==> src/dram_pkg.sv <==
`default_nettype none

package dram_pkg;

    // timing counter and refresh counter width
    localparam int TIME_W = 10;

    // device timings in clock cycles
    localparam logic [TIME_W-1:0] tRCD   = 10'd3;
    localparam logic [TIME_W-1:0] tRP    = 10'd3;
    localparam logic [TIME_W-1:0] tRL    = 10'd4;
    localparam logic [TIME_W-1:0] tWL    = 10'd3;
    localparam logic [TIME_W-1:0] tBURST = 10'd4;
    localparam logic [TIME_W-1:0] tRFC   = 10'd8;
    localparam logic [TIME_W-1:0] tREFI  = 10'd200;

    // bus and address widths
    localparam int DQ_W   = 16;
    localparam int BANK_W = 2;
    localparam int ROW_W  = 12;
    localparam int COL_W  = 8;

    localparam int FIFO_DEPTH = 4;
    localparam int FIFO_PTR_W = $clog2(FIFO_DEPTH);
    localparam int FIFO_CNT_W = $clog2(FIFO_DEPTH + 1);
    // index of a word inside one burst
    localparam int BEAT_W     = $clog2(tBURST);

    typedef enum logic [3:0] {
        IDLE, ACTIVATE, ACTIVATING, READ, READING, WRITE, WRITING,
        PRECHARGE, PRECHARGING, REFRESH, REFRESHING
    } cmd_state_t;

    typedef enum logic [2:0] {NOP, ACT, RD, WR, PRE, REF} dram_cmd_e;

    // word 0 is the first beat on the bus
    typedef logic [tBURST-1:0][DQ_W-1:0] line_t;

    typedef struct packed {
        logic              write;
        logic [BANK_W-1:0] bank;
        logic [ROW_W-1:0]  row;
        logic [COL_W-1:0]  col;
        line_t             wdata;
    } dram_req_t;

    typedef struct packed {
        dram_cmd_e         cmd;
        logic [BANK_W-1:0] bank;
        logic [ROW_W-1:0]  row;
        logic [COL_W-1:0]  col;
    } dram_bus_t;

    typedef struct packed {
        logic tACT_done;
        logic tRD_done;
        logic tWR_done;
        logic tPRE_done;
        logic tREF_done;
        logic rf_req;
        logic rd_en;
        logic wr_en;
        logic clear;
    } timing_t;

endpackage

`default_nettype wire

==> src/flex_counter.sv <==
`timescale 1ns/1ns
`default_nettype none

module flex_counter (
    input  logic                        CLK,
    input  logic                        nRST,
    input  logic                        enable,
    input  logic [dram_pkg::TIME_W-1:0] count_load,
    output logic [dram_pkg::TIME_W-1:0] count,
    output logic                        count_done
);
    import dram_pkg::*;

    always_ff @(posedge CLK, negedge nRST) begin
        if (!nRST) begin
            count <= '0;
        end
        else if (enable) begin
            count <= count_load;
        end
        else if (count > TIME_W'(1)) begin
            // stops at one so the done flag holds until the next load
            count <= count - 1'b1;
        end
    end

    // the window of length count_load ends on the cycle the count is one
    assign count_done = (count == TIME_W'(1));

endmodule

`default_nettype wire

==> src/sync_fifo.sv <==
`timescale 1ns/1ns
`default_nettype none

module sync_fifo #(
    parameter type payload_t = logic
) (
    input  logic     CLK,
    input  logic     nRST,
    input  logic     in_valid,
    output logic     in_ready,
    input  payload_t in_data,
    output logic     out_valid,
    input  logic     out_ready,
    output payload_t out_data
);
    import dram_pkg::*;

    payload_t              mem [FIFO_DEPTH];
    logic [FIFO_PTR_W-1:0] wr_ptr;
    logic [FIFO_PTR_W-1:0] rd_ptr;
    logic [FIFO_CNT_W-1:0] count;
    logic                  push;
    logic                  pop;

    assign in_ready  = (count != FIFO_CNT_W'(FIFO_DEPTH));
    assign out_valid = (count != '0);
    assign out_data  = mem[rd_ptr];

    assign push = in_valid && in_ready;
    assign pop  = out_valid && out_ready;

    always_ff @(posedge CLK, negedge nRST) begin
        if (!nRST) begin
            wr_ptr <= '0;
            rd_ptr <= '0;
            count  <= '0;
        end
        else begin
            if (push) begin
                wr_ptr <= (wr_ptr == FIFO_PTR_W'(FIFO_DEPTH - 1)) ? '0 : wr_ptr + 1'b1;
            end
            if (pop) begin
                rd_ptr <= (rd_ptr == FIFO_PTR_W'(FIFO_DEPTH - 1)) ? '0 : rd_ptr + 1'b1;
            end
            // simultaneous push and pop leave the occupancy unchanged
            if (push && !pop) begin
                count <= count + 1'b1;
            end
            else if (pop && !push) begin
                count <= count - 1'b1;
            end
        end
    end

    always_ff @(posedge CLK) begin
        if (push) begin
            mem[wr_ptr] <= in_data;
        end
    end

endmodule

`default_nettype wire

==> src/timing_signal.sv <==
`timescale 1ns/1ns
`default_nettype none

module timing_signal (
    input  logic                 CLK,
    input  logic                 nRST,
    input  dram_pkg::cmd_state_t cmd_state,
    output dram_pkg::timing_t    timing
);
    import dram_pkg::*;

    logic [TIME_W-1:0] time_load;
    logic [TIME_W-1:0] time_count;
    logic              time_counter_en;
    logic              time_count_done;

    logic [TIME_W-1:0] refresh_count;
    logic [TIME_W-1:0] next_refresh_count;
    logic [TIME_W-1:0] refresh_limit;
    logic [TIME_W-1:0] next_refresh_limit;
    logic              rf_req;

    always_comb begin
        timing          = '0;
        timing.rf_req   = rf_req;
        time_counter_en = 1'b0;
        time_load       = '0;

        case (cmd_state)
            ACTIVATE: begin
                time_counter_en = 1'b1;
                time_load       = tRCD;
            end
            ACTIVATING: begin
                timing.tACT_done = time_count_done;
            end
            READ: begin
                time_counter_en = 1'b1;
                time_load       = tRL + tBURST;
            end
            READING: begin
                // data beats occupy the last tBURST counts of the window
                timing.rd_en    = (time_count <= tBURST);
                timing.tRD_done = time_count_done;
                timing.clear    = time_count_done;
            end
            WRITE: begin
                time_counter_en = 1'b1;
                time_load       = tWL + tBURST;
            end
            WRITING: begin
                timing.wr_en    = (time_count <= tBURST);
                timing.tWR_done = time_count_done;
            end
            PRECHARGE: begin
                time_counter_en = 1'b1;
                time_load       = tRP;
            end
            PRECHARGING: begin
                timing.tPRE_done = time_count_done;
            end
            REFRESH: begin
                time_counter_en = 1'b1;
                time_load       = tRFC;
            end
            REFRESHING: begin
                timing.tREF_done = time_count_done;
            end
            default: begin
            end
        endcase
    end

    always_ff @(posedge CLK, negedge nRST) begin
        if (!nRST) begin
            refresh_count <= '0;
            refresh_limit <= tREFI;
        end
        else begin
            refresh_count <= next_refresh_count;
            refresh_limit <= next_refresh_limit;
        end
    end

    always_comb begin
        next_refresh_count = refresh_count + 1'b1;
        if (cmd_state == REFRESH || cmd_state == REFRESHING) begin
            next_refresh_count = '0;
        end

        // a late refresh shortens the next interval by the overrun
        next_refresh_limit = refresh_limit;
        if (cmd_state == REFRESH) begin
            if (refresh_count > tREFI) begin
                next_refresh_limit = tREFI - (refresh_count - tREFI);
            end
            else begin
                next_refresh_limit = tREFI;
            end
        end

        rf_req = (refresh_count >= refresh_limit) && (cmd_state != REFRESH);
    end

    flex_counter i_time_counter (
        .CLK        (CLK),
        .nRST       (nRST),
        .enable     (time_counter_en),
        .count_load (time_load),
        .count      (time_count),
        .count_done (time_count_done)
    );

endmodule

`default_nettype wire

==> src/command_fsm.sv <==
`timescale 1ns/1ns
`default_nettype none

module command_fsm (
    input  logic                 CLK,
    input  logic                 nRST,
    input  logic                 head_valid,
    output logic                 head_ready,
    input  dram_pkg::dram_req_t  head,
    input  logic                 rsp_full,
    input  dram_pkg::timing_t    timing,
    output dram_pkg::cmd_state_t cmd_state,
    output dram_pkg::dram_bus_t  bus,
    output dram_pkg::line_t      cur_wdata
);
    import dram_pkg::*;

    cmd_state_t next_state;
    dram_req_t  cur_req;
    logic       start_access;

    // a read is held back while its line would have nowhere to go
    assign start_access = head_valid && (head.write || !rsp_full);

    always_ff @(posedge CLK, negedge nRST) begin
        if (!nRST) begin
            cmd_state <= IDLE;
        end
        else begin
            cmd_state <= next_state;
        end
    end

    always_comb begin
        next_state = cmd_state;
        case (cmd_state)
            IDLE: begin
                // refresh wins over a waiting request
                if (timing.rf_req) begin
                    next_state = REFRESH;
                end
                else if (start_access) begin
                    next_state = ACTIVATE;
                end
            end
            ACTIVATE:    next_state = ACTIVATING;
            ACTIVATING:  if (timing.tACT_done) next_state = cur_req.write ? WRITE : READ;
            READ:        next_state = READING;
            READING:     if (timing.tRD_done) next_state = PRECHARGE;
            WRITE:       next_state = WRITING;
            WRITING:     if (timing.tWR_done) next_state = PRECHARGE;
            PRECHARGE:   next_state = PRECHARGING;
            PRECHARGING: if (timing.tPRE_done) next_state = IDLE;
            REFRESH:     next_state = REFRESHING;
            REFRESHING:  if (timing.tREF_done) next_state = IDLE;
            default:     next_state = IDLE;
        endcase
    end

    // capture the head as the access starts, pop it during ACT
    always_ff @(posedge CLK) begin
        if (cmd_state == IDLE && next_state == ACTIVATE) begin
            cur_req <= head;
        end
    end

    assign head_ready = (cmd_state == ACTIVATE);
    assign cur_wdata  = cur_req.wdata;

    always_comb begin
        bus.bank = cur_req.bank;
        bus.row  = cur_req.row;
        bus.col  = cur_req.col;
        case (cmd_state)
            ACTIVATE:  bus.cmd = ACT;
            READ:      bus.cmd = RD;
            WRITE:     bus.cmd = WR;
            PRECHARGE: bus.cmd = PRE;
            REFRESH:   bus.cmd = REF;
            default:   bus.cmd = NOP;
        endcase
    end

endmodule

`default_nettype wire

==> src/burst_datapath.sv <==
`timescale 1ns/1ns
`default_nettype none

module burst_datapath (
    input  logic                      CLK,
    input  logic                      nRST,
    input  dram_pkg::timing_t         timing,
    input  dram_pkg::line_t           cur_wdata,
    output logic [dram_pkg::DQ_W-1:0] dq_out,
    output logic                      dq_oe,
    input  logic [dram_pkg::DQ_W-1:0] dq_in,
    output dram_pkg::line_t           rd_line,
    output logic                      rd_push
);
    import dram_pkg::*;

    logic [BEAT_W-1:0]             beat;
    logic [tBURST-2:0][DQ_W-1:0]   rd_shift;

    // beat index restarts at zero whenever no burst is running
    always_ff @(posedge CLK, negedge nRST) begin
        if (!nRST) begin
            beat <= '0;
        end
        else if (timing.wr_en || timing.rd_en) begin
            beat <= beat + 1'b1;
        end
        else begin
            beat <= '0;
        end
    end

    assign dq_oe  = timing.wr_en;
    assign dq_out = cur_wdata[beat];

    // new beats enter at the top so the first beat ends up in word 0
    always_ff @(posedge CLK) begin
        if (timing.rd_en) begin
            rd_shift <= {dq_in, rd_shift[tBURST-2:1]};
        end
    end

    // clear comes with the last beat, which is merged in directly
    assign rd_line = {dq_in, rd_shift};
    assign rd_push = timing.clear;

endmodule

`default_nettype wire

==> src/dram_ctrl_top.sv <==
`timescale 1ns/1ns
`default_nettype none

module dram_ctrl_top (
    input  logic                      CLK,
    input  logic                      nRST,
    input  logic                      req_valid,
    output logic                      req_ready,
    input  dram_pkg::dram_req_t       req,
    output logic                      rsp_valid,
    input  logic                      rsp_ready,
    output dram_pkg::line_t           rsp,
    output dram_pkg::dram_bus_t       bus,
    output logic [dram_pkg::DQ_W-1:0] dq_out,
    output logic                      dq_oe,
    input  logic [dram_pkg::DQ_W-1:0] dq_in
);
    import dram_pkg::*;

    logic       head_valid;
    logic       head_ready;
    dram_req_t  head;
    logic       rsp_in_ready;
    logic       rsp_full;
    cmd_state_t cmd_state;
    timing_t    timing;
    line_t      cur_wdata;
    line_t      rd_line;
    logic       rd_push;

    assign rsp_full = ~rsp_in_ready;

    sync_fifo #(.payload_t(dram_req_t)) i_req_fifo (
        .CLK(CLK), .nRST(nRST),
        .in_valid(req_valid), .in_ready(req_ready), .in_data(req),
        .out_valid(head_valid), .out_ready(head_ready), .out_data(head)
    );

    command_fsm i_command_fsm (
        .CLK(CLK), .nRST(nRST),
        .head_valid(head_valid), .head_ready(head_ready), .head(head),
        .rsp_full(rsp_full), .timing(timing), .cmd_state(cmd_state),
        .bus(bus), .cur_wdata(cur_wdata)
    );

    timing_signal i_timing_signal (
        .CLK(CLK), .nRST(nRST), .cmd_state(cmd_state), .timing(timing)
    );

    burst_datapath i_burst_datapath (
        .CLK(CLK), .nRST(nRST), .timing(timing), .cur_wdata(cur_wdata),
        .dq_out(dq_out), .dq_oe(dq_oe), .dq_in(dq_in),
        .rd_line(rd_line), .rd_push(rd_push)
    );

    sync_fifo #(.payload_t(line_t)) i_rsp_fifo (
        .CLK(CLK), .nRST(nRST),
        .in_valid(rd_push), .in_ready(rsp_in_ready), .in_data(rd_line),
        .out_valid(rsp_valid), .out_ready(rsp_ready), .out_data(rsp)
    );

endmodule

`default_nettype wire

==> config.mk <==
export PLATFORM = sky130hd
export DESIGN_NAME = dram_ctrl_top
export DESIGN_NICKNAME = d
export VERILOG_FILES = /design/src/dram_pkg.sv /design/src/flex_counter.sv /design/src/sync_fifo.sv /design/src/timing_signal.sv /design/src/command_fsm.sv /design/src/burst_datapath.sv /design/src/dram_ctrl_top.sv
export SDC_FILE = /design/constraint.sdc
export NUM_CORES = 1
export LEC_CHECK = 0
export ABC_AREA = 0
export BUFFER_PORTS_ARGS = -buffer_cell sky130_fd_sc_hd__buf_2
export CORE_MARGIN = 5
export CORE_UTILIZATION = 54
export DETAILED_ROUTE_END_ITERATION = 10
export PLACE_DENSITY = 0.73
export SYNTH_ARGS = -nofsm -noshare
export SYNTH_HDL_FRONTEND = slang
export SYNTH_SLANG_ARGS = --single-unit
==> constraint.sdc <==
create_clock -name CLK -period 14.6 [get_ports CLK]
set_input_delay 2.19 -clock CLK [delete_from_list [all_inputs] [get_ports CLK]]
set_output_delay 2.19 -clock CLK [all_outputs]
set_load 0.03 [all_outputs]
==> flow_results.org, run 1 <==
** Run status
- Run status :: complete, no violations

** Clocking
- In this run, CTS created clock tree buffers numbering around 80.
- Number of buffers added for setup after CTS :: 0
- Clock Root Buffer :: clkbuf_16
- The longest clock path from root to sink contains 3 buffers.
- Post-CTS Hold Fix Bufs :: 0
- The clock tree synthesis step divided the H-tree into 3 levels.
- TritonCTS clock tree :: built
- In this run, post-CTS repair resized a total of 0 instances.
- Clock insertion delay at the later pin of the skew report :: a little over 0.6 ns
- After clock tree synthesis, the clock-pin slew on the worst setup and hold paths is 0.06 ns.
- Clock tree synthesis found a total of 789 sinks.

** Synthesis
- Dividing the synthesized area by the synthesized cell count gives 22.9 sq um.
- Warnings, synthesis :: 0
- Post-synth design cell area :: 0.0294 sq mm
- Count of cell types in the netlist :: 65
- The most used flip-flop cell after synthesis is edfxtp_1.
- For this run, the register share of the synthesized area comes to 0.797.
- Of all flip-flops after synthesis, the portion carrying an async set or reset was 0.0634.
- Number of register bits inferred by synthesis :: around 790
- Synthesis produced a netlist with a net count of 1421.
- EDFF count, synth :: 739
- Synth Instances :: 1285

** Worst setup path
- Worst path slowest cell :: dfrtp_4
- The critical path starts at i_rsp_fifo.rd_ptr[0]$_DFFE_PN0P_.
- Maximum net fanout on the critical path :: 39
- Worst path bufs/invs :: 2
- The critical path crosses 3 cells after its start point.
- Required time of the critical path :: 12.41 ns
- Endpoint of the worst-slack reg-to-reg timing path :: i_command_fsm.bus[20]$_DFFE_PP_
- Category of the critical setup timing path :: flop to output port
- The signal on the critical path passes through buf_4 -> mux4_2 -> buf_2.
- Type of destination of the critical path :: output port
- On the worst path, the slowest cell contributes a delay of 0.82 ns.
- Worst-case register-to-register setup slack :: 11.12 ns
- The worst setup path is launched from a flop.
- Data arrival time of the critical path :: 3.05 ns
- In this run the worst setup path terminates at rsp[38].
- The worst register-to-register path begins at i_timing_signal.refresh_count[0]$_DFF_PN0_.
- Category of cells accounting for the largest share of critical-path delay :: buffers and inverters
- Depth of the worst register-to-register path :: 7

** Timing
- Fmax :: 0.191 GHz
- Slew at the pin closest to its max-slew limit :: slightly above 1 ns
- Summed over all failing endpoints, the final setup total negative slack is 0 ns.
- Setup violations remaining at the end of the flow were counted as 0.
- Final hold violation count :: 0
- Portion of the clock cycle consumed by the worst path in the final layout :: 0.359
- After layout, the worst setup slack is 9.36 ns.
- Number of max-slew violations in the final report :: 0
- For the final database, setup skew stands at 0.0197 ns.
- The worst path in the final design needs a cycle of 5.24 ns, including I/O delays and setup.
- Setup repair after global routing missed its margin :: false
- Headroom to the max-slew limit came out at 0.318.

** Power
- Of the total power, registers draw 0.461.
- Power spread over the standard cell area amounts to 204 mW/mm^2.
- IR Drop Worst-Case VDD :: about 0.13 mV
- Of the total power, the share spent switching nets is 0.296.
- Cell Int Power :: 4850 uW
- The analysis attributes to cell leakage a power of 0.0114 uW.
- Of the total power, the clock network draws 0.290.
- Net switching component of the power :: 2030 uW
- Part of the power in combinational logic :: 0.249

** Routing
- For this run, the detailed router's first-pass iteration total came to 5.
- Count of antenna-violating nets left after detailed routing :: 0
- The final layout contains routed wiring with a total length of 53.6 mm.
- In the routed design, unresolved DRC markers number 0.
- Dividing the detail-routed via count by the number of cells gives 5.73.
- Dividing the detail-routed wire length by the instance count gives 23.4 um.
- Number of vias in the routed layout :: 13100
- Starting DRC count in detailed routing :: 990

** Final layout
- Of the cells placed in the final design, the portion with a size suffix greater than 1 is 0.347.
- The library cell used most frequently in the layout, excluding fill and tap cells, is edfxtp_1.
- Compared with the post-synthesis result, the final layout area differs by 14.8%.
- The finished cells cover 0.0338 sq mm.
- Most frequent cells in the layout :: edfxtp_1, buf_2, mux4_2
- For this run, the number of standard cells in the final layout without fillers is about 2300.
- Measured on the finished design, the core utilization comes to 0.626.
- The net count of the finished layout is 1664.
- Total of fill cells in the finished design :: 3576

** Place
- The congestion estimate from routability-driven global placement came to between 0.7 and 0.8.
- Port buffer count :: 214
- Timing analysis after detailed placement gives a worst setup slack of 9.91 ns.
- The HPWL after detailed placement is 31.1 mm.
- Inst Count DP :: 2143
- Cell area after placement :: 0.0312 sq mm

** Die
- During I/O placement, the number of pins put on the boundary was 215.
- Die outline width :: around 240 um
- Core area :: roughly 0.054 sq mm
- Height of the chip :: 243 um
- Full die area :: 0.0592 sq mm
- Effective utilization at floorplan :: 0.545
- FP Rows :: 85

** Hold path
- Class of the tightest hold or removal check :: flop to flop

** GRT
- Maximum number of pins on one net before global-route repair :: 67
- The first global-routing pass estimated 82.6 mm of wire.
- Remaining Overflow, GRT :: 0
- Number of global-route vias before repair :: 13600
- The initial antenna violation count is 19.
- GRT Resource Usage Total :: 0.182

** Job
- # Max-Cap Violations :: 0
[worst register-to-register path, delay by kind of cell (launching register included)]
kind | cells | cell delay, ns
AO/OA/AOI/OAI | 3 | 1.17
buffers and inverters | 2 | 0.93
flip-flops | 1 | 0.51
adder cells (fa/ha/maj) | 1 | 0.28
AND/OR/NAND/NOR | 1 | 0.14
[synth_stat cells, drive strengths merged (6+ instances only)]
cell / instances / area, sq um
nor2: 31 / 116
nand2: 13 / 48.8
a21oi: 15 / 75.1
ha: 27 / 338
o21ai: 11 / 55.1
nor3: 7 / 35.0
dfrtp: 47 / 1180
inv: 24 / 90.1
and3: 6 / 37.5
mux4: 167 / 3760
clkbuf: 26 / 118
mux2: 9 / 101
xnor2: 14 / 123
edfxtp: 739 / 22200
buf: 44 / 267
xor2: 12 / 105
[metal layers]
metal	track usage	part of all wire
met4	0.0499	0.021
met2	0.295	0.50
met5	0	0.0027
met3	0.0564	0.075
met1	0.246	0.40
[area by class of cell]
cell class	count	area (sq um)	area share
timing repair buffer	232	1210	0.0357
clock inverter	46	482	0.0143
inverter	25	93.8	0.00278
antenna	7	17.5	0.000519
tap	696	871	0.0258
multi-input combinational	401	5530	0.164
clock buffer	94	2100	0.0621
sequential	789	23500	0.695
[how the worst min path moves through the flow]
stage	start	endpoint	depth (start not counted)
6_report	i_rsp_fifo.count[2]$_DFFE_PN0P_	i_rsp_fifo.count[2]$_DFFE_PN0P_	1
5_1_grt	i_rsp_fifo.count[2]$_DFFE_PN0P_	i_rsp_fifo.count[2]$_DFFE_PN0P_	1
4_1_cts	i_rsp_fifo.count[2]$_DFFE_PN0P_	i_rsp_fifo.count[2]$_DFFE_PN0P_	1
3_5_place_dp	i_rsp_fifo.count[2]$_DFFE_PN0P_	i_rsp_fifo.count[2]$_DFFE_PN0P_	1
3_3_place_gp	i_rsp_fifo.count[2]$_DFFE_PN0P_	i_rsp_fifo.count[2]$_DFFE_PN0P_	1
2_1_floorplan	i_rsp_fifo.count[2]$_DFFE_PN0P_	i_rsp_fifo.count[2]$_DFFE_PN0P_	1
[state kept, by name, summed over array words and instances (netlist names)]
register / cells
i_command_fsm.cur_wdata: 64
i_timing_signal.refresh_count: 10
i_command_fsm.cur_req: 1
i_command_fsm.cmd_state: 4
i_timing_signal.refresh_limit: 10
i_req_fifo.wr_ptr: 2
i_req_fifo.mem: 348
i_command_fsm.bus: 22
i_rsp_fifo.count: 3
i_rsp_fifo.mem: 256
i_timing_signal.i_time_counter.count: 10
i_rsp_fifo.rd_ptr: 2
i_rsp_fifo.wr_ptr: 2
i_req_fifo.count: 3
i_burst_datapath.beat: 2
i_burst_datapath.rd_line: 48
i_req_fifo.rd_ptr: 2
[power by group through the flow]
stage | sequential [uW] | combinational [uW] | clock (uW)
2_1_floorplan | 3110 | 1390 | 0
3_3_place_gp | 3200 | 1730 | 0
3_5_place_dp | 3230 | 1750 | 0
4_1_cts | 3190 | 1750 | 2040
5_1_grt | 3220 | 1840 | 2140
6_report | 3180 | 1710 | 1990
[stage by stage]
step           power (uW)  hold slack (ns)
3_3_place_gp         4930            0.466
2_1_floorplan        4490            0.448
5_1_grt              7200            0.502
4_1_cts              6980            0.484
3_5_place_dp         4980            0.474
6_report             6880            0.484
[cell families after synthesis]
logic type	count (synthesis)	share of synthesized area
simple gates	109	0.0208
buf+inv	95	0.0162
xor+xnor	26	0.00774
flops	789	0.797
compound gates	60	0.0136
fa+ha+maj	29	0.0128
mux	177	0.132
No activity file was read; power rests on OpenSTA's default activity.
==> inputs of run 2 (changes only) <==
Settings changed: PLACE_DENSITY 0.73 to 0.76.
Clock period 14.6 ns to 4.8 ns, I/O delays scaled along.
==> flow_results.org, run 2 (synthesis results as in run 1) <==
** Worst setup path
- The worst setup path is captured at an output port.
- Category of the critical setup timing path :: flop to output port
- The worst setup path is launched from a flop.
- Traced cell by cell, the critical path runs through or4_4 -> or4_4 -> or4_4 -> nor2_1 -> buf_2.
- The cell that appears most often on the critical path is or4_4.
- Max stage delay on crit path :: 0.58 ns
- The slowest stage of the critical path is the or4_4 cell.
- In this run the worst path has a maximum fanout of 5.
- Together, buffers and inverters on the worst path number 1.
- Category of cells accounting for the largest share of critical-path delay :: simple AND/OR/NAND/NOR gates
- At the worst endpoint, the arrival time is 3.07 ns.
- STA puts the critical path data required time at 4.08 ns.

** Hold path
- Class of the tightest hold or removal check :: input port to asynchronous set/reset pin

** Place
- After detailed placement, the design holds a cell count of 2148.
- At the end of routability-driven placement, the weighted congestion stood at 0.785.
- Port buffer count :: 214
- After legalization and detailed placement, the total HPWL measured 31.6 mm.

** Clocking
- Clock Root Buffer :: clkbuf_16
- Post-CTS timing repair inserted 0 buffers for setup.
- Sink count of the clock tree :: 789
- Number of H-tree levels :: 3
- Post-CTS Hold Fix Bufs :: 0
- The number of gates resized after CTS was 0.
- Maximum buffer depth of the clock tree :: 3
- TritonCTS clock tree :: built
- Number of clock buffers inserted by TritonCTS :: 77
- CTS clock-pin slew for the worst setup and hold paths :: roughly 0.060 ns
- The clock reaches the later pin of the worst-skew pair after ~0.62 ns.

** GRT
- GRT Resource Usage Total :: 0.185
- Global routing finished with a remaining overflow of 0.
- Number of global-route vias before repair :: 14000
- Initial antenna violation count :: 18
- Maximum number of pins on one net before global-route repair :: 73
- The first global-routing pass estimated between 80 and 90 mm of wire.

** Power
- The worst-case IR drop observed on VDD is 0.428 mV.
- The completed layout was analyzed and its total power is 21000 uW.
- In this run the static leakage power is 0.0114 uW.
- Power spread over the standard cell area amounts to between 600 and 700 mW/mm^2.

** Final layout
- Total of fill cells in the finished design :: 3508
- Final cell count without fillers :: roughly 2300
- Most frequent cells in the layout :: edfxtp_1, buf_2, mux4_2
- Most common library cell in the layout ignoring fill and taps :: edfxtp_1
- The register with the most flip-flops in the layout has between 300 and 400 of them.
- In the final layout, the share of cells above drive strength 1 is 0.345.
- The area growth from synthesis to layout is 14.9%.
- Register with the most flip-flops :: i_req_fifo.mem
- Final core utilization :: 0.627
- For this run, the post-layout net count is 1667.

** Timing
- Setup repair after global routing missed its margin :: false
- Fmax :: 0.264 GHz
- The total count of hold-check failures in the final report is 0.
- Measured against its own limit, the worst slew margin works out to 0.240.
- In the final timing run, aggregate negative setup slack is 0 ns.
- At the pin with the least slew margin, the transition time is 1.14 ns.
- Dividing the final minimum period by the clock period gives 0.789.
- Across the routed clock network, the largest skew measured is 0.0266 ns.
- For the finished layout, the period the worst path requires is 3.79 ns.
- Final setup violation count :: 0
- Number of max-slew violations in the final report :: 0

** Run status
- Run status :: complete, no violations

** Die
- Die outline width :: 243 um
- The initialized floorplan defines 85 standard-cell rows.
- about 220 I/O pins were placed.
- Height of the chip :: around 240 um
- Effective utilization at floorplan :: 0.545
- Core area :: around 0.054 sq mm
- Full die area :: slightly below 0.06 sq mm

** Routing
- After detailed routing, the total wire length is 54.1 mm.
- Count of antenna-violating nets left after detailed routing :: 0
- Remaining DRCs :: 0
- Starting DRC count in detailed routing :: 1068
- After detailed routing, the number of vias per cell comes to 5.76.
- The pre-antenna-repair detailed-routing pass consisted of 5 iterations.
- The detailed router placed around 13000 vias in this run.
- WL/cell :: 23.6 um

** Job
- # Max-Cap Violations :: 0
==> run 2: cell count changes in the layout (fill, tap and decap cells not counted), moves of 2 or more <==
| cell | before | now |
|---|---|---|
| buf_4 | 18 | 20 |
| clkinv_1 | 14 | 12 |
| inv_6 | 6 | 2 |
| clkinv_2 | 14 | 8 |
| buf_12 | 0 | 3 |
| clkbuf_1 | 12 | 15 |
| clkinv_16 | 0 | 2 |
| clkbuf_16 | 82 | 79 |
==> run 2: metal layers <==
layer / wire length, um / GRT usage / vias to the layer above
met5: 124 / 0 / -
met2: 26900 / 0.299 / 396
met3: 4010 / 0.0546 / 94
met4: 1070 / 0.0494 / 20
li1: - / - / 5800
met1: 22000 / 0.252 / 6882
==> run 2: path summary, 6_finish.rpt <==
kind	start	to	slack, ns	cells after the start
max in group asynchronous	nRST	i_req_fifo.rd_ptr[1]$_DFFE_PN0P_	4.05	2
worst min-delay path	nRST	i_timing_signal.refresh_limit[5]$_DFFE_PN0P_	0.24	2
worst min register to register	i_timing_signal.refresh_limit[6]$_DFFE_PN1P_	i_timing_signal.refresh_limit[6]$_DFFE_PN1P_	0.49	2
min in group CLK	req[46]	i_req_fifo.mem[3][46]$_DFFE_PP_	0.32	1
worst max-delay path	i_timing_signal.i_time_counter.count[6]$_DFFE_PN0P_	dq_oe	1.01	5
worst max register to register	i_timing_signal.i_time_counter.count[6]$_DFFE_PN0P_	i_rsp_fifo.mem[1][46]$_DFFE_PP_	1.79	4
==> run 2: report_power, final <==
part | internal [uW] | switching [uW] | leakage [uW]
clock | 3530 | 2470 | 0.00123
sequential | 9000 | 632 | 0.00736
combinational | 2160 | 3170 | 0.00278
total | 14700 | 6270 | 0.0114
==> run 2: layout make-up <==
type	count	area, sq um	area share
diodes	8	20.0	0.000592
clock buffers	95	2050	0.0606
flip-flops and latches	789	23500	0.694
well taps	696	871	0.0258
inverters	25	93.8	0.00278
clock inverters	38	494	0.0146
repair buffers	237	1280	0.0379
multi-input cells	401	5540	0.164
==> run 2: per-stage QoR <==
| step | hold WS (ns) | area [sq um] | worst slack (ns) |
|---|---|---|---|
| after floorplan | 0.424 | 29400 | 0.184 |
| after global placement | 0.465 | 31200 | 1.65 |
| after detailed placement | 0.470 | 31200 | 1.63 |
| after CTS | 0.220 | 33800 | 0.956 |
| after global routing | 0.264 | 33800 | 0.904 |
| final | 0.239 | 33800 | 1.01 |
==> run 2: worst register-to-register path, delay by kind of cell, from the launching register on <==
| family | cells | cell delay, ns |
|---|---|---|
| buffers and inverters | 1 | 0.37 |
| DFF | 1 | 0.41 |
| and+or+nand+nor | 3 | 1.91 |
